===== src/dcache_settings.svh =====
`ifndef DCACHE_SETTINGS_SVH
`define DCACHE_SETTINGS_SVH

// cache geometry
`define DCACHE_SETS        8
`define DCACHE_SET_BITS    3
`define DCACHE_WAYS        4
`define DCACHE_WAY_BITS    2
`define DCACHE_TAG_BITS    10
`define DCACHE_OFFSET_BITS 3

// bus widths
`define DCACHE_ADDR_BITS   32
`define DCACHE_BLOCK_BITS  64

// miss buffer
`define MISS_ENTRIES       4
`define MISS_PTR_BITS      2

// tag 0 means no transaction
`define MEM_TAG_BITS       4
`define LOAD_ID_BITS       5

`endif


===== src/dcache_pkg.sv =====
`include "dcache_settings.svh"

package dcache_pkg;

    typedef logic [`DCACHE_ADDR_BITS-1:0] addr_t;
    typedef logic [`DCACHE_SET_BITS-1:0]  set_idx_t;
    typedef logic [`DCACHE_WAY_BITS-1:0]  way_idx_t;
    typedef logic [`DCACHE_TAG_BITS-1:0]  cache_tag_t;
    typedef logic [`MEM_TAG_BITS-1:0]     mem_tag_t;
    typedef logic [`LOAD_ID_BITS-1:0]     load_id_t;

    typedef enum logic [1:0] {
        byte_size,
        half_size,
        word_size,
        block_size
    } mem_size_t;

    typedef enum logic [1:0] {
        cmd_none,
        cmd_load,
        cmd_store
    } mem_cmd_t;

    // one block word seen as bytes, halves or words
    typedef union packed {
        logic [`DCACHE_BLOCK_BITS/8-1:0][7:0]   bytes;
        logic [`DCACHE_BLOCK_BITS/16-1:0][15:0] halves;
        logic [`DCACHE_BLOCK_BITS/32-1:0][31:0] words;
    } cache_block_t;

endpackage


===== src/dcache_miss_buffer.sv =====
`timescale 1ns/1ps
`include "dcache_settings.svh"

module dcache_miss_buffer (
    input  logic                     clock,
    input  logic                     reset,
    input  logic                     flush,
    input  logic                     alloc_valid,
    input  dcache_pkg::addr_t        alloc_addr,
    input  dcache_pkg::mem_size_t    alloc_size,
    input  logic                     alloc_signed,
    input  dcache_pkg::load_id_t     alloc_id,
    input  dcache_pkg::way_idx_t     alloc_way,
    input  logic                     send_ready,
    input  dcache_pkg::mem_tag_t     send_tag,
    input  logic                     resp_valid,
    input  dcache_pkg::mem_tag_t     resp_tag,
    input  dcache_pkg::cache_block_t resp_data,
    input  logic                     retire_block,
    output logic                     full,
    output logic                     send_valid,
    output dcache_pkg::addr_t        send_addr,
    output logic                     head_done,
    output dcache_pkg::addr_t        head_addr,
    output dcache_pkg::mem_size_t    head_size,
    output logic                     head_signed,
    output dcache_pkg::load_id_t     head_id,
    output logic                     fill_valid,
    output dcache_pkg::set_idx_t     fill_set,
    output dcache_pkg::way_idx_t     fill_way,
    output dcache_pkg::cache_tag_t   fill_tag,
    output dcache_pkg::cache_block_t fill_block
);
    import dcache_pkg::*;

    localparam int TAG_LSB = `DCACHE_OFFSET_BITS + `DCACHE_SET_BITS;

    logic [`MISS_ENTRIES-1:0] ent_valid;
    logic [`MISS_ENTRIES-1:0] ent_sent;
    logic [`MISS_ENTRIES-1:0] ent_done;

    addr_t        ent_addr   [`MISS_ENTRIES];
    mem_size_t    ent_size   [`MISS_ENTRIES];
    logic         ent_signed [`MISS_ENTRIES];
    load_id_t     ent_id     [`MISS_ENTRIES];
    way_idx_t     ent_way    [`MISS_ENTRIES];
    mem_tag_t     ent_tag    [`MISS_ENTRIES];
    cache_block_t ent_block  [`MISS_ENTRIES];

    logic [`MISS_PTR_BITS-1:0] head_ptr;
    logic [`MISS_PTR_BITS-1:0] send_ptr;
    logic [`MISS_PTR_BITS-1:0] tail_ptr;
    logic                      send_fire;
    logic [`MISS_ENTRIES-1:0]  resp_match;

    assign full = ent_valid[head_ptr] && head_ptr == tail_ptr;

    // block read for the oldest unsent entry
    assign send_valid = ent_valid[send_ptr] && !ent_sent[send_ptr];
    assign send_addr  = {ent_addr[send_ptr][`DCACHE_ADDR_BITS-1:`DCACHE_OFFSET_BITS],
                         {`DCACHE_OFFSET_BITS{1'b0}}};
    assign send_fire  = send_valid && send_ready;

    // a flushed head gives no result
    assign head_done   = ent_valid[head_ptr] && ent_done[head_ptr] && !flush;
    assign head_addr   = ent_addr[head_ptr];
    assign head_size   = ent_size[head_ptr];
    assign head_signed = ent_signed[head_ptr];
    assign head_id     = ent_id[head_ptr];

    // retire writes the block into its chosen way
    assign fill_valid = head_done && !retire_block;
    assign fill_set   = head_addr[`DCACHE_OFFSET_BITS +: `DCACHE_SET_BITS];
    assign fill_way   = ent_way[head_ptr];
    assign fill_tag   = head_addr[TAG_LSB +: `DCACHE_TAG_BITS];
    assign fill_block = ent_block[head_ptr];

    always_comb begin
        for (int i = 0; i < `MISS_ENTRIES; i++) begin
            resp_match[i] = resp_valid && resp_tag != '0 && ent_valid[i] && ent_sent[i]
                            && !ent_done[i] && ent_tag[i] == resp_tag;
        end
    end

    always_ff @(posedge clock) begin
        if (reset || flush) begin
            ent_valid <= '0;
            ent_sent  <= '0;
            ent_done  <= '0;
            head_ptr  <= '0;
            send_ptr  <= '0;
            tail_ptr  <= '0;
        end else begin
            for (int i = 0; i < `MISS_ENTRIES; i++) begin
                if (resp_match[i]) begin
                    ent_done[i] <= 1'b1;
                end
            end
            if (alloc_valid) begin
                ent_valid[tail_ptr] <= 1'b1;
                ent_sent[tail_ptr]  <= 1'b0;
                ent_done[tail_ptr]  <= 1'b0;
                tail_ptr            <= tail_ptr + 1'b1;
            end
            if (send_fire) begin
                ent_sent[send_ptr] <= 1'b1;
                send_ptr           <= send_ptr + 1'b1;
            end
            if (fill_valid) begin
                ent_valid[head_ptr] <= 1'b0;
                head_ptr            <= head_ptr + 1'b1;
            end
        end
    end

    always_ff @(posedge clock) begin
        if (alloc_valid) begin
            ent_addr[tail_ptr]   <= alloc_addr;
            ent_size[tail_ptr]   <= alloc_size;
            ent_signed[tail_ptr] <= alloc_signed;
            ent_id[tail_ptr]     <= alloc_id;
            ent_way[tail_ptr]    <= alloc_way;
        end
        // memory names the read as it accepts it
        if (send_fire) begin
            ent_tag[send_ptr] <= send_tag;
        end
        for (int i = 0; i < `MISS_ENTRIES; i++) begin
            if (resp_match[i]) begin
                ent_block[i] <= resp_data;
            end
        end
    end

endmodule


===== config.mk =====
export PLATFORM = sky130hd
export DESIGN_NAME = dcache_miss_buffer
export DESIGN_NICKNAME = d
export VERILOG_FILES = /design/src/dcache_pkg.sv /design/src/dcache_miss_buffer.sv
export VERILOG_INCLUDE_DIRS = /design/src
export SDC_FILE = /design/constraint.sdc
export NUM_CORES = 1
export LEC_CHECK = 0
export ABC_AREA = 1
export BUFFER_PORTS_ARGS = -buffer_cell sky130_fd_sc_hd__buf_2
export CAP_MARGIN = 40
export CORE_ASPECT_RATIO = 0.8
export CORE_MARGIN = 5
export CORE_UTILIZATION = 61
export DETAILED_ROUTE_END_ITERATION = 8
export PLACE_DENSITY = 0.85
export SYNTH_ARGS = -nofsm -noshare
export SYNTH_HDL_FRONTEND = slang
export SYNTH_SLANG_ARGS = --single-unit

===== constraint.sdc =====
create_clock -name clock -period 10.5 [get_ports clock]
set_input_delay 2.1 -clock clock [delete_from_list [all_inputs] [get_ports clock]]
set_output_delay 2.1 -clock clock [all_outputs]
set_load 0.005 [all_outputs]

Word level (Yosys, flattened, before mapping)
Memories as Yosys holds them, arrays and structs flattened. A register that Yosys moved wholly into a read port is not among the register bits. Cells that the tools add are included.

Add/sub/neg operators: 3. Magnitude comparators: 6. Equality and inequality tests: 5. Muxes and demuxes: 55. Bitwise gates (word level): 7. Reduce and logical (&&, ||, !) cells: 35.

Operators with widths (count): two-way mux 2 bit (14); two-way mux 4 bit (7); two-way mux 1 bit (27); logical AND 1 bit (26); equality test 4 bit (4); AND 4 bit (3); < comparator 2 x 3 -> 1 bit, second input constant (3); binary-select mux 1 bit (select 2 bit) (4); NOT 4 bit (2); OR 4 bit (2); zero test 1 bit (7); adder 2 x 1 -> 2 bit, second input constant (3); demux 1 bit (select 2 bit) (3); >= comparator 2 x 1 -> 1 bit, second input constant (3); nonzero test 4 bit (1); equality test 2 bit (1); logical OR 1 bit (1).

Register bits after elaboration: 18. RAM bits: 440. Input port bits: 121. Logic and storage cells: 124. Memories kept: 7.

Memory list: ent_block (depth 4, width 64, read ports 1, clocked after Yosys merged registers in 1, wr ports 4, RTL line dcache_miss_buffer.sv:48) `` cache_block_t ent_block [`MISS_ENTRIES]; ``; ent_addr (depth 4, width 32, read ports 2, clocked after Yosys merged registers in 2, wr ports 1, RTL line dcache_miss_buffer.sv:42) `` addr_t ent_addr [`MISS_ENTRIES]; ``; ent_id (depth 4, width 5, read ports 1, clocked after Yosys merged registers in 1, wr ports 1, RTL line dcache_miss_buffer.sv:45) `` load_id_t ent_id [`MISS_ENTRIES]; ``; ent_tag (depth 4, width 4, read ports 4, clocked after Yosys merged registers in 0, wr ports 1, RTL line dcache_miss_buffer.sv:47) `` mem_tag_t ent_tag [`MISS_ENTRIES]; ``; ent_size (depth 4, width 2, read ports 1, clocked after Yosys merged registers in 1, wr ports 1, RTL line dcache_miss_buffer.sv:43) `` mem_size_t ent_size [`MISS_ENTRIES]; ``; ent_way (depth 4, width 2, read ports 1, clocked after Yosys merged registers in 1, wr ports 1, RTL line dcache_miss_buffer.sv:46) `` way_idx_t ent_way [`MISS_ENTRIES]; ``; 1 more memories.

Logic depth before layout (Yosys ltp)
Gate-level depths: netlist of run 1.

Depth in word-level cells: 10. Mapped depth: 10. Gate-level depth less buffers: 9.

Worst setup path after synthesis of run 1
No wires, ideal clock.

Path kind: input-to-reg. Start point: input resp_tag[0]. End point: memory ent_block[3][0] (netlist name) (enable). Library setup time: 565 ps. Data arrival time: 6991 ps. Data required time: 9935 ps. Slack: 2944 ps. Stages: 5. Cell sequence: clkbuf_1 -> nor2_1 -> nor3b_1 -> nand2_1 -> nor3_1.

RTL lines: start, declared (RTL line dcache_miss_buffer.sv:17) `input dcache_pkg::mem_tag_t resp_tag,`; end, declared (RTL line dcache_miss_buffer.sv:48).

==> impl_metrics.env, run 1 <==
export IMPL_cp_max_fo=76
export IMPL_required_ns=8.40
export IMPL_grt_antenna_before_repair=13
export IMPL_r2r_start="ent_valid[2]"
export IMPL_synth_area_leaders="edfxtp_1 (71%), nor2_1 (5.7%), o21ai_0 (5.3%)"
export IMPL_ys_seq_elements=462
export IMPL_finClkSkew_ns=0.0260
export IMPL_synth_cell_types=34
export IMPL_cts_hold_buf=0
export IMPL_root_buffer="clkbuf_16"
export IMPL_grt_pass1_wl_um=68600
export IMPL_rsz0062_at_grt="no"
export IMPL_drc=0
export IMPL_hold_path_class="reg2reg"
export IMPL_seq_area_um2=13700
export IMPL_cts_setup_buffers=0
export IMPL_ys_seq_area_share_pct=73.6
export IMPL_power_switching_mw=0.722
export IMPL_start_util_pct=61.5
export IMPL_min_period_ns=5.64
export IMPL_power_frac_clock_pct=40.4
export IMPL_dieHeight_um=166
export IMPL_ys_top_cells_by_count="edfxtp_1 (440), nor2_1 (284), o21ai_0 (197), o22ai_1 (135), o21ai_1 (81)"
export IMPL_cts_made_buffers=44
export IMPL_fmax_mhz=177
export IMPL_synth_top_area_share_pct=71.2
export IMPL_via_per_inst=5.97
export IMPL_nets=1820
export IMPL_die_w_um=205
export IMPL_finalSetupViolCount=0
export IMPL_ios=276
export IMPL_final_max_slew_viol_count=0
export IMPL_synth_top_cell_by_area="edfxtp_1"
export IMPL_clkTransAtPathRegs_ns=0.06
export IMPL_grt_pass1_vias=12674
export IMPL_synthesis_instances=1449
export IMPL_routed_wl_um=44600
export IMPL_grt_overflow_total=0
export IMPL_seq_power_share_pct=56.1
export IMPL_synthFlopType="edfxtp_1"
export IMPL_final_instance_count_excl_fill=2145
export IMPL_syn_avg_cell_area_um2=12.8
export IMPL_vdd_drop_max_mv=0.154
export IMPL_tightest_slew_ns=0.824
export IMPL_period_share_pct=53.7
export IMPL_clk_latency_ns=0.54
export IMPL_syn2layout_area_growth_pct=16.0
export IMPL_clock_sinks=462
export IMPL_relSlewSlack_pct=45.1
export IMPL_multi_input_area_um2=4080
export IMPL_max_cap_viol_count=0
export IMPL_synthMostInstantiatedCell="edfxtp_1"
export IMPL_cts_tree="yes"
export IMPL_drive_gt1_share_pct=21.8
export IMPL_p_comb_share_pct=3.5
export IMPL_final_hold_violation_count=0
export IMPL_rows=57
export IMPL_power_density_nw_per_um2=169
export IMPL_wl_per_cell_um=20.8
export IMPL_fin_tns_setup_ns=0
export IMPL_htree_levels=2
export IMPL_p_int_mw=2.92
export IMPL_synth_edf_count=440
export IMPL_cts_repair_resized=0
export IMPL_cp_arrival_ns=3.54
export IMPL_hpwl_um=26700
export IMPL_dr_pass1_iters=6
export IMPL_min_from="ent_sent[1]"
export IMPL_syn_area_um2=18600
export IMPL_place_inst=2054
export IMPL_outcome="completed"
export IMPL_power_leakage_nw=7.85
export IMPL_vias=12805
export IMPL_portBuffers=272
export IMPL_grt_max_degree=94
export IMPL_fp_coreArea_um2=30200
export IMPL_antenna_left=0
export IMPL_worstSetupStartpointType="register"
export IMPL_synth_warnings=0
export IMPL_path_class="reg2out"
export IMPL_routabilityCongestion=0.874
export IMPL_swShare_pct=19.8
export IMPL_first_iter_violations=1277
export IMPL_cts_buffer_depth=3
export IMPL_dieArea_um2=34000
export IMPL_ys_async_sr_fraction_pct=0
export IMPL_grt_use_total_pct=25.3
export IMPL_end_kind="output port"
export IMPL_fillers=1960
-- worst paths after layout --
kind	endpoint	slack (ns)	cells past startpoint
setup / recovery	head_addr[13]	4.86	5
setup reg to reg	ent_block[2][37]	8.36	5
hold reg to reg	ent_sent[1]	0.49	2
hold / removal	ent_sent[1]	0.49	2
-- stage by stage --
| step | area, um^2 | setup WS (ns) | hold slack, ns | util [%] | power, mW |
|---|---|---|---|---|---|
| 6_report | 21500 | 4.86 | 0.492 | 71.3 | 3.64 |
| 5_1_grt | 21500 | 4.68 | 0.517 | 71.3 | 3.76 |
| 3_5_place_dp | 20200 | 5.53 | 0.480 | 66.9 | 2.21 |
| 2_1_floorplan | 18600 | 2.94 | 0.450 | - | 2.13 |
| 4_1_cts | 21500 | 4.92 | 0.492 | 71.3 | 3.66 |
| 3_3_place_gp | 19900 | 5.55 | 0.478 | 66.1 | 2.20 |
-- critical path: stages (launching register included) --
cell and delay, ns:
dfxtp_4 0.79, buf_4 0.71, buf_4 0.72, o21ai_0 0.23, o22ai_1 0.29, buf_2 0.17
-- per-layer routing --
| layer | vias to the layer above | global-route usage [%] | wire [um] |
|---|---|---|---|
| met1 | 6255 | 33.5 | 17400 |
| li1 | 5800 | - | - |
| met5 | - | 0 | 78 |
| met4 | 12 | 9.29 | 1430 |
| met3 | 120 | 5.54 | 3750 |
| met2 | 618 | 41.8 | 21900 |
-- power groups by stage --
| stage | combinational (mW) | clock (mW) | sequential, mW |
|---|---|---|---|
| floorplan | 0.0495 | 0 | 2.08 |
| global placement | 0.117 | 0 | 2.08 |
| detailed placement | 0.124 | 0 | 2.08 |
| CTS | 0.125 | 1.49 | 2.05 |
| global route | 0.138 | 1.58 | 2.05 |
| finish | 0.126 | 1.47 | 2.05 |
-- cell type report --
| class | count | area share [%] |
|---|---|---|
| Timing Repair Buffer | 295 | 7.84 |
| Tap cell | 413 | 2.40 |
| Clock inverter | 23 | 0.732 |
| Inverter | 55 | 1.02 |
| Clock buffer | 57 | 5.44 |
| Antenna cell | 11 | 0.128 |
| Sequential cell | 462 | 63.5 |
| Multi-Input combinational cell | 829 | 19.0 |
-- state kept, by name, indices dropped and copies added, names as in the netlist, 8 cells and up, named ones only --
| signal | cells |
|---|---|
| ent_tag | 16 |
| ent_size | 8 |
| ent_id | 20 |
| ent_addr | 128 |
| ent_block | 256 |
| ent_way | 8 |
-- cells by family (layout without fill, tap and decap cells) --
logic type                 after synthesis  count (layout)  share of synthesized area, %
DFF                                    462             462                          73.6
other                                    1              14                        0.0202
AOI/OAI and AO/OA                      428             428                          12.5
and+or+nand+nor                        377             377                          8.13
buffers and inverters                  160             430                          4.52
xor gates and xnor gates                 9               9                         0.425
adders and majority gates               12              12                         0.809
-- cells in the final DEF, fill, tap and decap left out, types with 3 or more instances in the layout --
cell type | synthesis | routed
clkinv_2 | 0 | 9
nor2_1 | 284 | 284
inv_1 | 50 | 44
conb_1 | 1 | 3
buf_4 | 27 | 14
dfxtp_1 | 22 | 19
nand2_1 | 55 | 55
diode_2 | 0 | 11
o21ai_1 | 81 | 81
nor3_1 | 8 | 7
inv_2 | 3 | 8
o21ai_0 | 197 | 197
xor2_1 | 9 | 9
clkbuf_1 | 42 | 12
clkbuf_16 | 0 | 45
buf_2 | 20 | 272
ha_1 | 12 | 12
nand3_1 | 15 | 15
buf_16 | 0 | 6
o21bai_1 | 4 | 4
nand4_1 | 3 | 3
o22ai_1 | 135 | 135
edfxtp_1 | 440 | 440
a21oi_1 | 10 | 10
clkinv_1 | 0 | 11
No activity file was read; power rests on OpenSTA's default activity.
==> inputs of run 2 (changes only) <==
--- a/config.mk
+++ b/config.mk
@@ -11,9 +11,9 @@
 export CAP_MARGIN = 40
 export CORE_ASPECT_RATIO = 0.8
 export CORE_MARGIN = 5
-export CORE_UTILIZATION = 61
+export CORE_UTILIZATION = 57
 export DETAILED_ROUTE_END_ITERATION = 8
-export PLACE_DENSITY = 0.85
+export PLACE_DENSITY = 0.8
 export SYNTH_ARGS = -nofsm -noshare
 export SYNTH_HDL_FRONTEND = slang
 export SYNTH_SLANG_ARGS = --single-unit
==> constraint.sdc (replaced) <==
create_clock -name clock -period 5.48 [get_ports clock]
set_input_delay 1.096 -clock clock [delete_from_list [all_inputs] [get_ports clock]]
set_output_delay 1.096 -clock clock [all_outputs]
set_load 0.005 [all_outputs]
==> run 2 against run 1 <==
Net effect: global-route usage shrank 0.89 points; combinational power grew 95%; register-to-register slack lost 5.5 ns; total power grew 96%.
==> impl_metrics.env, run 2 (synthesis gave the netlist of run 1 again) <==
export IMPL_pre_cts_slack_ns=1.99
export IMPL_cts_setup_buffers=0
export IMPL_fin_tns_setup_ns=0
export IMPL_power_leakage_nw=7.88
export IMPL_final_util_pct=66.7
export IMPL_rows=59
export IMPL_finalSetupViolCount=0
export IMPL_required_ns=4.38
export IMPL_via_per_inst=5.96
export IMPL_min_from="ent_done[1]"
export IMPL_fmax_mhz=260
export IMPL_cp_max_fo=65
export IMPL_fillers=2267
export IMPL_die_w_um=212
export IMPL_vias=12816
export IMPL_portBuffers=272
export IMPL_syn2layout_area_growth_pct=16.3
export IMPL_clkTransAtPathRegs_ns=0.06
export IMPL_cts_buffer_depth=3
export IMPL_first_iter_violations=1364
export IMPL_end_kind="output port"
export IMPL_cp_arrival_ns=2.75
export IMPL_layout_commonest_cell="edfxtp_1"
export IMPL_grt_pass1_vias=12575
export IMPL_rsz0062_at_grt="no"
export IMPL_relSlewSlack_pct=32.9
export IMPL_drive_gt1_share_pct=21.7
export IMPL_dieArea_um2=36300
export IMPL_dieHeight_um=171
export IMPL_cts_repair_resized=0
export IMPL_fp_coreArea_um2=32300
export IMPL_ios=276
export IMPL_largest_reg_flops=256
export IMPL_grt_use_total_pct=24.4
export IMPL_htree_levels=2
export IMPL_tightest_slew_ns=1.01
export IMPL_cts_made_buffers=44
export IMPL_grt_overflow_total=0
export IMPL_clk_latency_ns=0.55
export IMPL_antenna_left=0
export IMPL_final_instance_count_excl_fill=2151
export IMPL_drc=0
export IMPL_fin_ws_ns=1.63
export IMPL_routed_wl_um=45700
export IMPL_hold_path_class="reg2reg"
export IMPL_worstSetupStartpointType="register"
export IMPL_grt_antenna_before_repair=14
export IMPL_wl_per_cell_um=21.3
export IMPL_max_cap_viol_count=0
export IMPL_start_util_pct=57.4
export IMPL_clock_sinks=462
export IMPL_hpwl_um=27700
export IMPL_vdd_drop_max_mv=0.252
export IMPL_nets=1819
export IMPL_power_density_nw_per_um2=331
export IMPL_dr_pass1_iters=7
export IMPL_place_inst=2067
export IMPL_finClkSkew_ns=0.0238
export IMPL_routabilityCongestion=0.860
export IMPL_mostFrequentLayoutCells="edfxtp_1 (440), nor2_1 (284), buf_2 (272)"
export IMPL_grt_pass1_wl_um=69700
export IMPL_finalPower_mw=7.14
export IMPL_cts_tree="yes"
export IMPL_outcome="completed"
export IMPL_largestRegisters="ent_block: 256 flops, ent_addr: 128 flops, ent_id: 20 flops"
export IMPL_top_register="ent_block"
export IMPL_min_period_ns=3.85
export IMPL_path_class="reg2out"
export IMPL_final_max_slew_viol_count=0
export IMPL_r2r_start="ent_tag[0][2]"
export IMPL_final_hold_violation_count=0
export IMPL_cts_hold_buf=0
export IMPL_root_buffer="clkbuf_16"
export IMPL_period_share_pct=70.2
export IMPL_grt_max_degree=213
[run 2: cell types whose count changed in the layout (fill, tap and decap cells not counted), moves of 2 or more]
cell | previous run | this run
clkbuf_1 | 12 | 16
clkinv_1 | 11 | 6
buf_16 | 6 | 4
clkinv_2 | 9 | 4
diode_2 | 11 | 7
bufinv_16 | 2 | 5
buf_12 | 2 | 4
[run 2: final cells by class]
type / instances / area [um^2] / share of cell area (%)
timing repair buffer: 294 / 1660 / 7.68
sequential: 462 / 13700 / 63.3
inverter: 55 / 220 / 1.02
multi-input combinational: 829 / 4090 / 19.0
clock inverter: 15 / 196 / 0.910
antenna: 7 / 17.5 / 0.0812
clock buffer: 62 / 1200 / 5.56
tap: 427 / 534 / 2.48
[run 2: power by group]
part	switching (mW)	total [mW]	leakage, nW	internal (mW)
Sequential	0.0168	3.92	4.17	3.90
Clock	1.22	2.98	0.677	1.76
Combinational	0.153	0.246	3.03	0.0929
[run 2: path summary, 6_finish.rpt]
check / to / slack, ns / cells after the start
worst min-delay path: ent_done[1] / 0.48 / 2
worst max-delay path: fill_block[38] / 1.63 / 6
worst max register to register: ent_block[0][53] / 2.90 / 6
worst min register to register: ent_done[1] / 0.48 / 2
[run 2: critical path, stage by stage (launching register included)]
cell	delay, ns
dfxtp_4	0.37
inv_6	0.36
buf_16	0.32
buf_4	0.54
o21ai_1	0.15
o22ai_1	0.21
buf_2	0.17
[run 2: layer usage]
metal	GRT usage, %	up-vias	share of wire [%]
li1	-	5793	-
met1	33.4	6189	40
met2	39.0	693	48
met3	5.56	125	9.2
met4	9.35	16	3.4
met5	0	-	0.24
[run 2: metrics by stage]
stage	instance area [um^2]	hold slack, ns
floorplan	18600	0.450
global placement	20000	0.464
detailed placement	20200	0.472
CTS	21600	0.481
global route	21600	0.490
finish	21600	0.481
==> inputs of run 3 (changes only) <==
--- a/config.mk
+++ b/config.mk
@@ -6,14 +6,14 @@
 export SDC_FILE = /design/constraint.sdc
 export NUM_CORES = 1
 export LEC_CHECK = 0
-export ABC_AREA = 1
+export ABC_AREA = 0
 export BUFFER_PORTS_ARGS = -buffer_cell sky130_fd_sc_hd__buf_2
 export CAP_MARGIN = 40
 export CORE_ASPECT_RATIO = 0.8
 export CORE_MARGIN = 5
-export CORE_UTILIZATION = 57
+export CORE_UTILIZATION = 51
 export DETAILED_ROUTE_END_ITERATION = 8
-export PLACE_DENSITY = 0.8
+export PLACE_DENSITY = 0.76
 export SYNTH_ARGS = -nofsm -noshare
 export SYNTH_HDL_FRONTEND = slang
 export SYNTH_SLANG_ARGS = --single-unit
==> constraint.sdc (replaced) <==
create_clock -name clock -period 3.53 [get_ports clock]
set_input_delay 0.706 -clock clock [delete_from_list [all_inputs] [get_ports clock]]
set_output_delay 0.706 -clock clock [all_outputs]
set_load 0.005 [all_outputs]
==> run 3 against run 2 <==
Net effect: total power increased by 56%; global-route usage decreased by 5.7 points; sequential power increased by 55%; final area decreased by 0.44%; die area increased by 8.2%.
==> impl_metrics.env, run 3 <==
export IMPL_outcome="completed"
export IMPL_r2r_cells=4
export IMPL_routed_wl_um=36700
export IMPL_min_period_ns=2.97
export IMPL_nets=1201
export IMPL_ys_top_cells_by_count="edfxtp_1 (440), mux4_2 (137), dfxtp_1 (22), buf_4 (21)"
export IMPL_fillers=2466
export IMPL_multi_input_area_um2=4090
export IMPL_vias=8772
export IMPL_ys_seq_area_share_pct=75.7
export IMPL_die_w_um=220
export IMPL_synth_top_cell_by_area="edfxtp_1"
export IMPL_rows=61
export IMPL_cts_repair_resized=0
export IMPL_synthFlopType="edfxtp_1"
export IMPL_cp_buffers_inverters=2
export IMPL_synth_edf_count=440
export IMPL_cts_hold_buf=0
export IMPL_largestRegisters="ent_block: 256 flops, ent_addr: 128 flops, ent_id: 20 flops"
export IMPL_placed_cell_area_um2=20000
export IMPL_period_share_pct=84.1
export IMPL_via_per_inst=5.55
export IMPL_synth_top_area_share_pct=73.2
export IMPL_drc=0
export IMPL_path_class="reg2out"
export IMPL_r2r_start="ent_valid[0]"
export IMPL_root_buffer="clkbuf_16"
export IMPL_grt_antenna_before_repair=7
export IMPL_min_from="send_tag[2]"
export IMPL_max_cap_viol_count=0
export IMPL_dieHeight_um=178
export IMPL_grt_max_degree=73
export IMPL_synth_cell_types=41
export IMPL_grt_pass1_wl_um=55800
export IMPL_seq_area_um2=13700
export IMPL_crit_chain="buf_4, mux4_2, buf_2"
export IMPL_required_ns=2.82
export IMPL_finalSetupViolCount=0
export IMPL_synthesis_instances=779
export IMPL_clkTransAtPathRegs_ns=0.06
export IMPL_syn2layout_area_growth_pct=19.1
export IMPL_grt_use_total_pct=18.8
export IMPL_cts_made_buffers=46
export IMPL_dr_pass1_iters=5
export IMPL_grt_pass1_vias=9251
export IMPL_synth_adder_area_share_pct=0.832
export IMPL_synth_simple_gate_area_share_pct=2.03
export IMPL_synth_warnings=0
export IMPL_end_kind="output port"
export IMPL_final_hold_violation_count=0
export IMPL_hold_path_class="in2reg"
export IMPL_ios=276
export IMPL_rrSetupSlack_ns=1.41
export IMPL_drive_gt1_share_pct=47.0
export IMPL_vdd_drop_max_mv=0.354
export IMPL_tightest_slew_ns=0.708
export IMPL_wl_per_cell_um=23.2
export IMPL_place_inst=1492
export IMPL_cp_max_fo=14
export IMPL_synth_area_leaders="edfxtp_1 (73%), mux4_2 (17%), dfxtp_1 (2.4%)"
export IMPL_final_max_slew_viol_count=0
export IMPL_htree_levels=2
export IMPL_cts_tree="yes"
export IMPL_final_instance_count_excl_fill=1580
export IMPL_ys_async_sr_fraction_pct=0
export IMPL_r2r_end="ent_block[0][4]"
export IMPL_fmax_mhz=337
export IMPL_finClkSkew_ns=0.0108
export IMPL_clk_latency_ns=0.54
export IMPL_min_path_cells=1
export IMPL_syn_area_um2=18000
export IMPL_synth_top_family_by_area="multiplexers"
export IMPL_finalPower_mw=11.1
export IMPL_largest_reg_flops=256
export IMPL_cts_setup_buffers=0
export IMPL_dieArea_um2=39300
export IMPL_antenna_left=0
export IMPL_fp_coreArea_um2=34800
export IMPL_first_iter_violations=723
export IMPL_grt_overflow_total=0
export IMPL_synth_xor_xnor_area_share_pct=0.874
export IMPL_mostFrequentLayoutCells="edfxtp_1 (440), buf_2 (272), mux4_2 (137)"
export IMPL_worstSetupStartpointType="register"
export IMPL_clock_sinks=462
export IMPL_hold_path_end="ent_tag[3][2]"
export IMPL_slowest_delay_ns=0.66
export IMPL_top_register="ent_block"
export IMPL_critical_path_top_delay_family="flip-flops"
export IMPL_muxShareOfSynthArea_pct=17.6
export IMPL_whs_ns=0.376
export IMPL_rsz0062_at_grt="no"
export IMPL_layout_commonest_cell="edfxtp_1"
export IMPL_stdcell_area_um2=21500
export IMPL_synth_compound_area_share_pct=1.18
export IMPL_synthMostInstantiatedCell="edfxtp_1"
export IMPL_power_density_nw_per_um2=519
export IMPL_final_util_pct=61.7
export IMPL_power_leakage_nw=7.20
export IMPL_portBuffers=272
export IMPL_start_util_pct=51.8
export IMPL_syn_avg_cell_area_um2=23.2
export IMPL_cp_arrival_ns=2.26
export IMPL_ys_seq_elements=462
export IMPL_cts_buffer_depth=3
export IMPL_hpwl_um=24000
export IMPL_slowest_stage="dfxtp_2"
export IMPL_routabilityCongestion=0.816
export IMPL_relSlewSlack_pct=52.8
[run 3: changes by cell type after synthesis, moves of 46 or more]
cell	previous run	this run
nor2_1	284	13
o21ai_0	197	5
mux4_2	0	137
o22ai_1	135	0
o21ai_1	81	0
nand2_1	55	9
[run 3: stage by stage]
step	setup WS (ns)	TNS, ns
floorplan	-0.463	-109.85
global placement	0.867	0
detailed placement	0.844	0
CTS	0.465	0
global route	0.382	0
finish	0.561	0
[run 3: metal layers]
layer	track usage [%]	up-vias	share of wire [%]
li1	-	3864	-
met1	26.6	4562	42
met2	29.7	285	49
met5	0	-	0.16
met3	4.48	53	7.1
met4	5.41	8	2.2
[run 3: cell families after synthesis]
group | after synthesis
DFF | 462
muxes | 145
buffers and inverters | 61
and+or+nand+nor | 50
AOI/OAI and AO/OA | 30
xor gates and xnor gates | 18
adders and majority gates | 12
other | 1
[run 3: final cells by class]
class | count | share of cell area [%]
tap | 472 | 2.75
multi-input combinational | 258 | 19.1
inverter | 7 | 0.122
clock inverter | 26 | 1.02
sequential | 462 | 63.6
timing repair buffer | 293 | 7.54
antenna | 4 | 0.0466
clock buffer | 58 | 5.87
[run 3: worst max path at each step]
stage	start	endpoint	slack [ns]	cells after the start
after floorplan	resp_tag[2]	ent_block[0][0]	-0.46	4
after global placement	resp_tag[0]	ent_block[0][31]	0.87	5
after detailed placement	resp_tag[0]	ent_block[0][26]	0.84	5
after CTS	register	send_addr[30]	0.47	3
after global routing	register	send_addr[30]	0.38	3
final	register	send_addr[30]	0.56	3
[run 3: where the power goes]
| part | internal [mW] | switching (mW) | total, mW |
|---|---|---|---|
| clock network | 2.81 | 1.92 | 4.73 |
| registers | 6.05 | 0.0216 | 6.07 |
| logic | 0.159 | 0.189 | 0.348 |
| total | 9.02 | 2.13 | 11.1 |
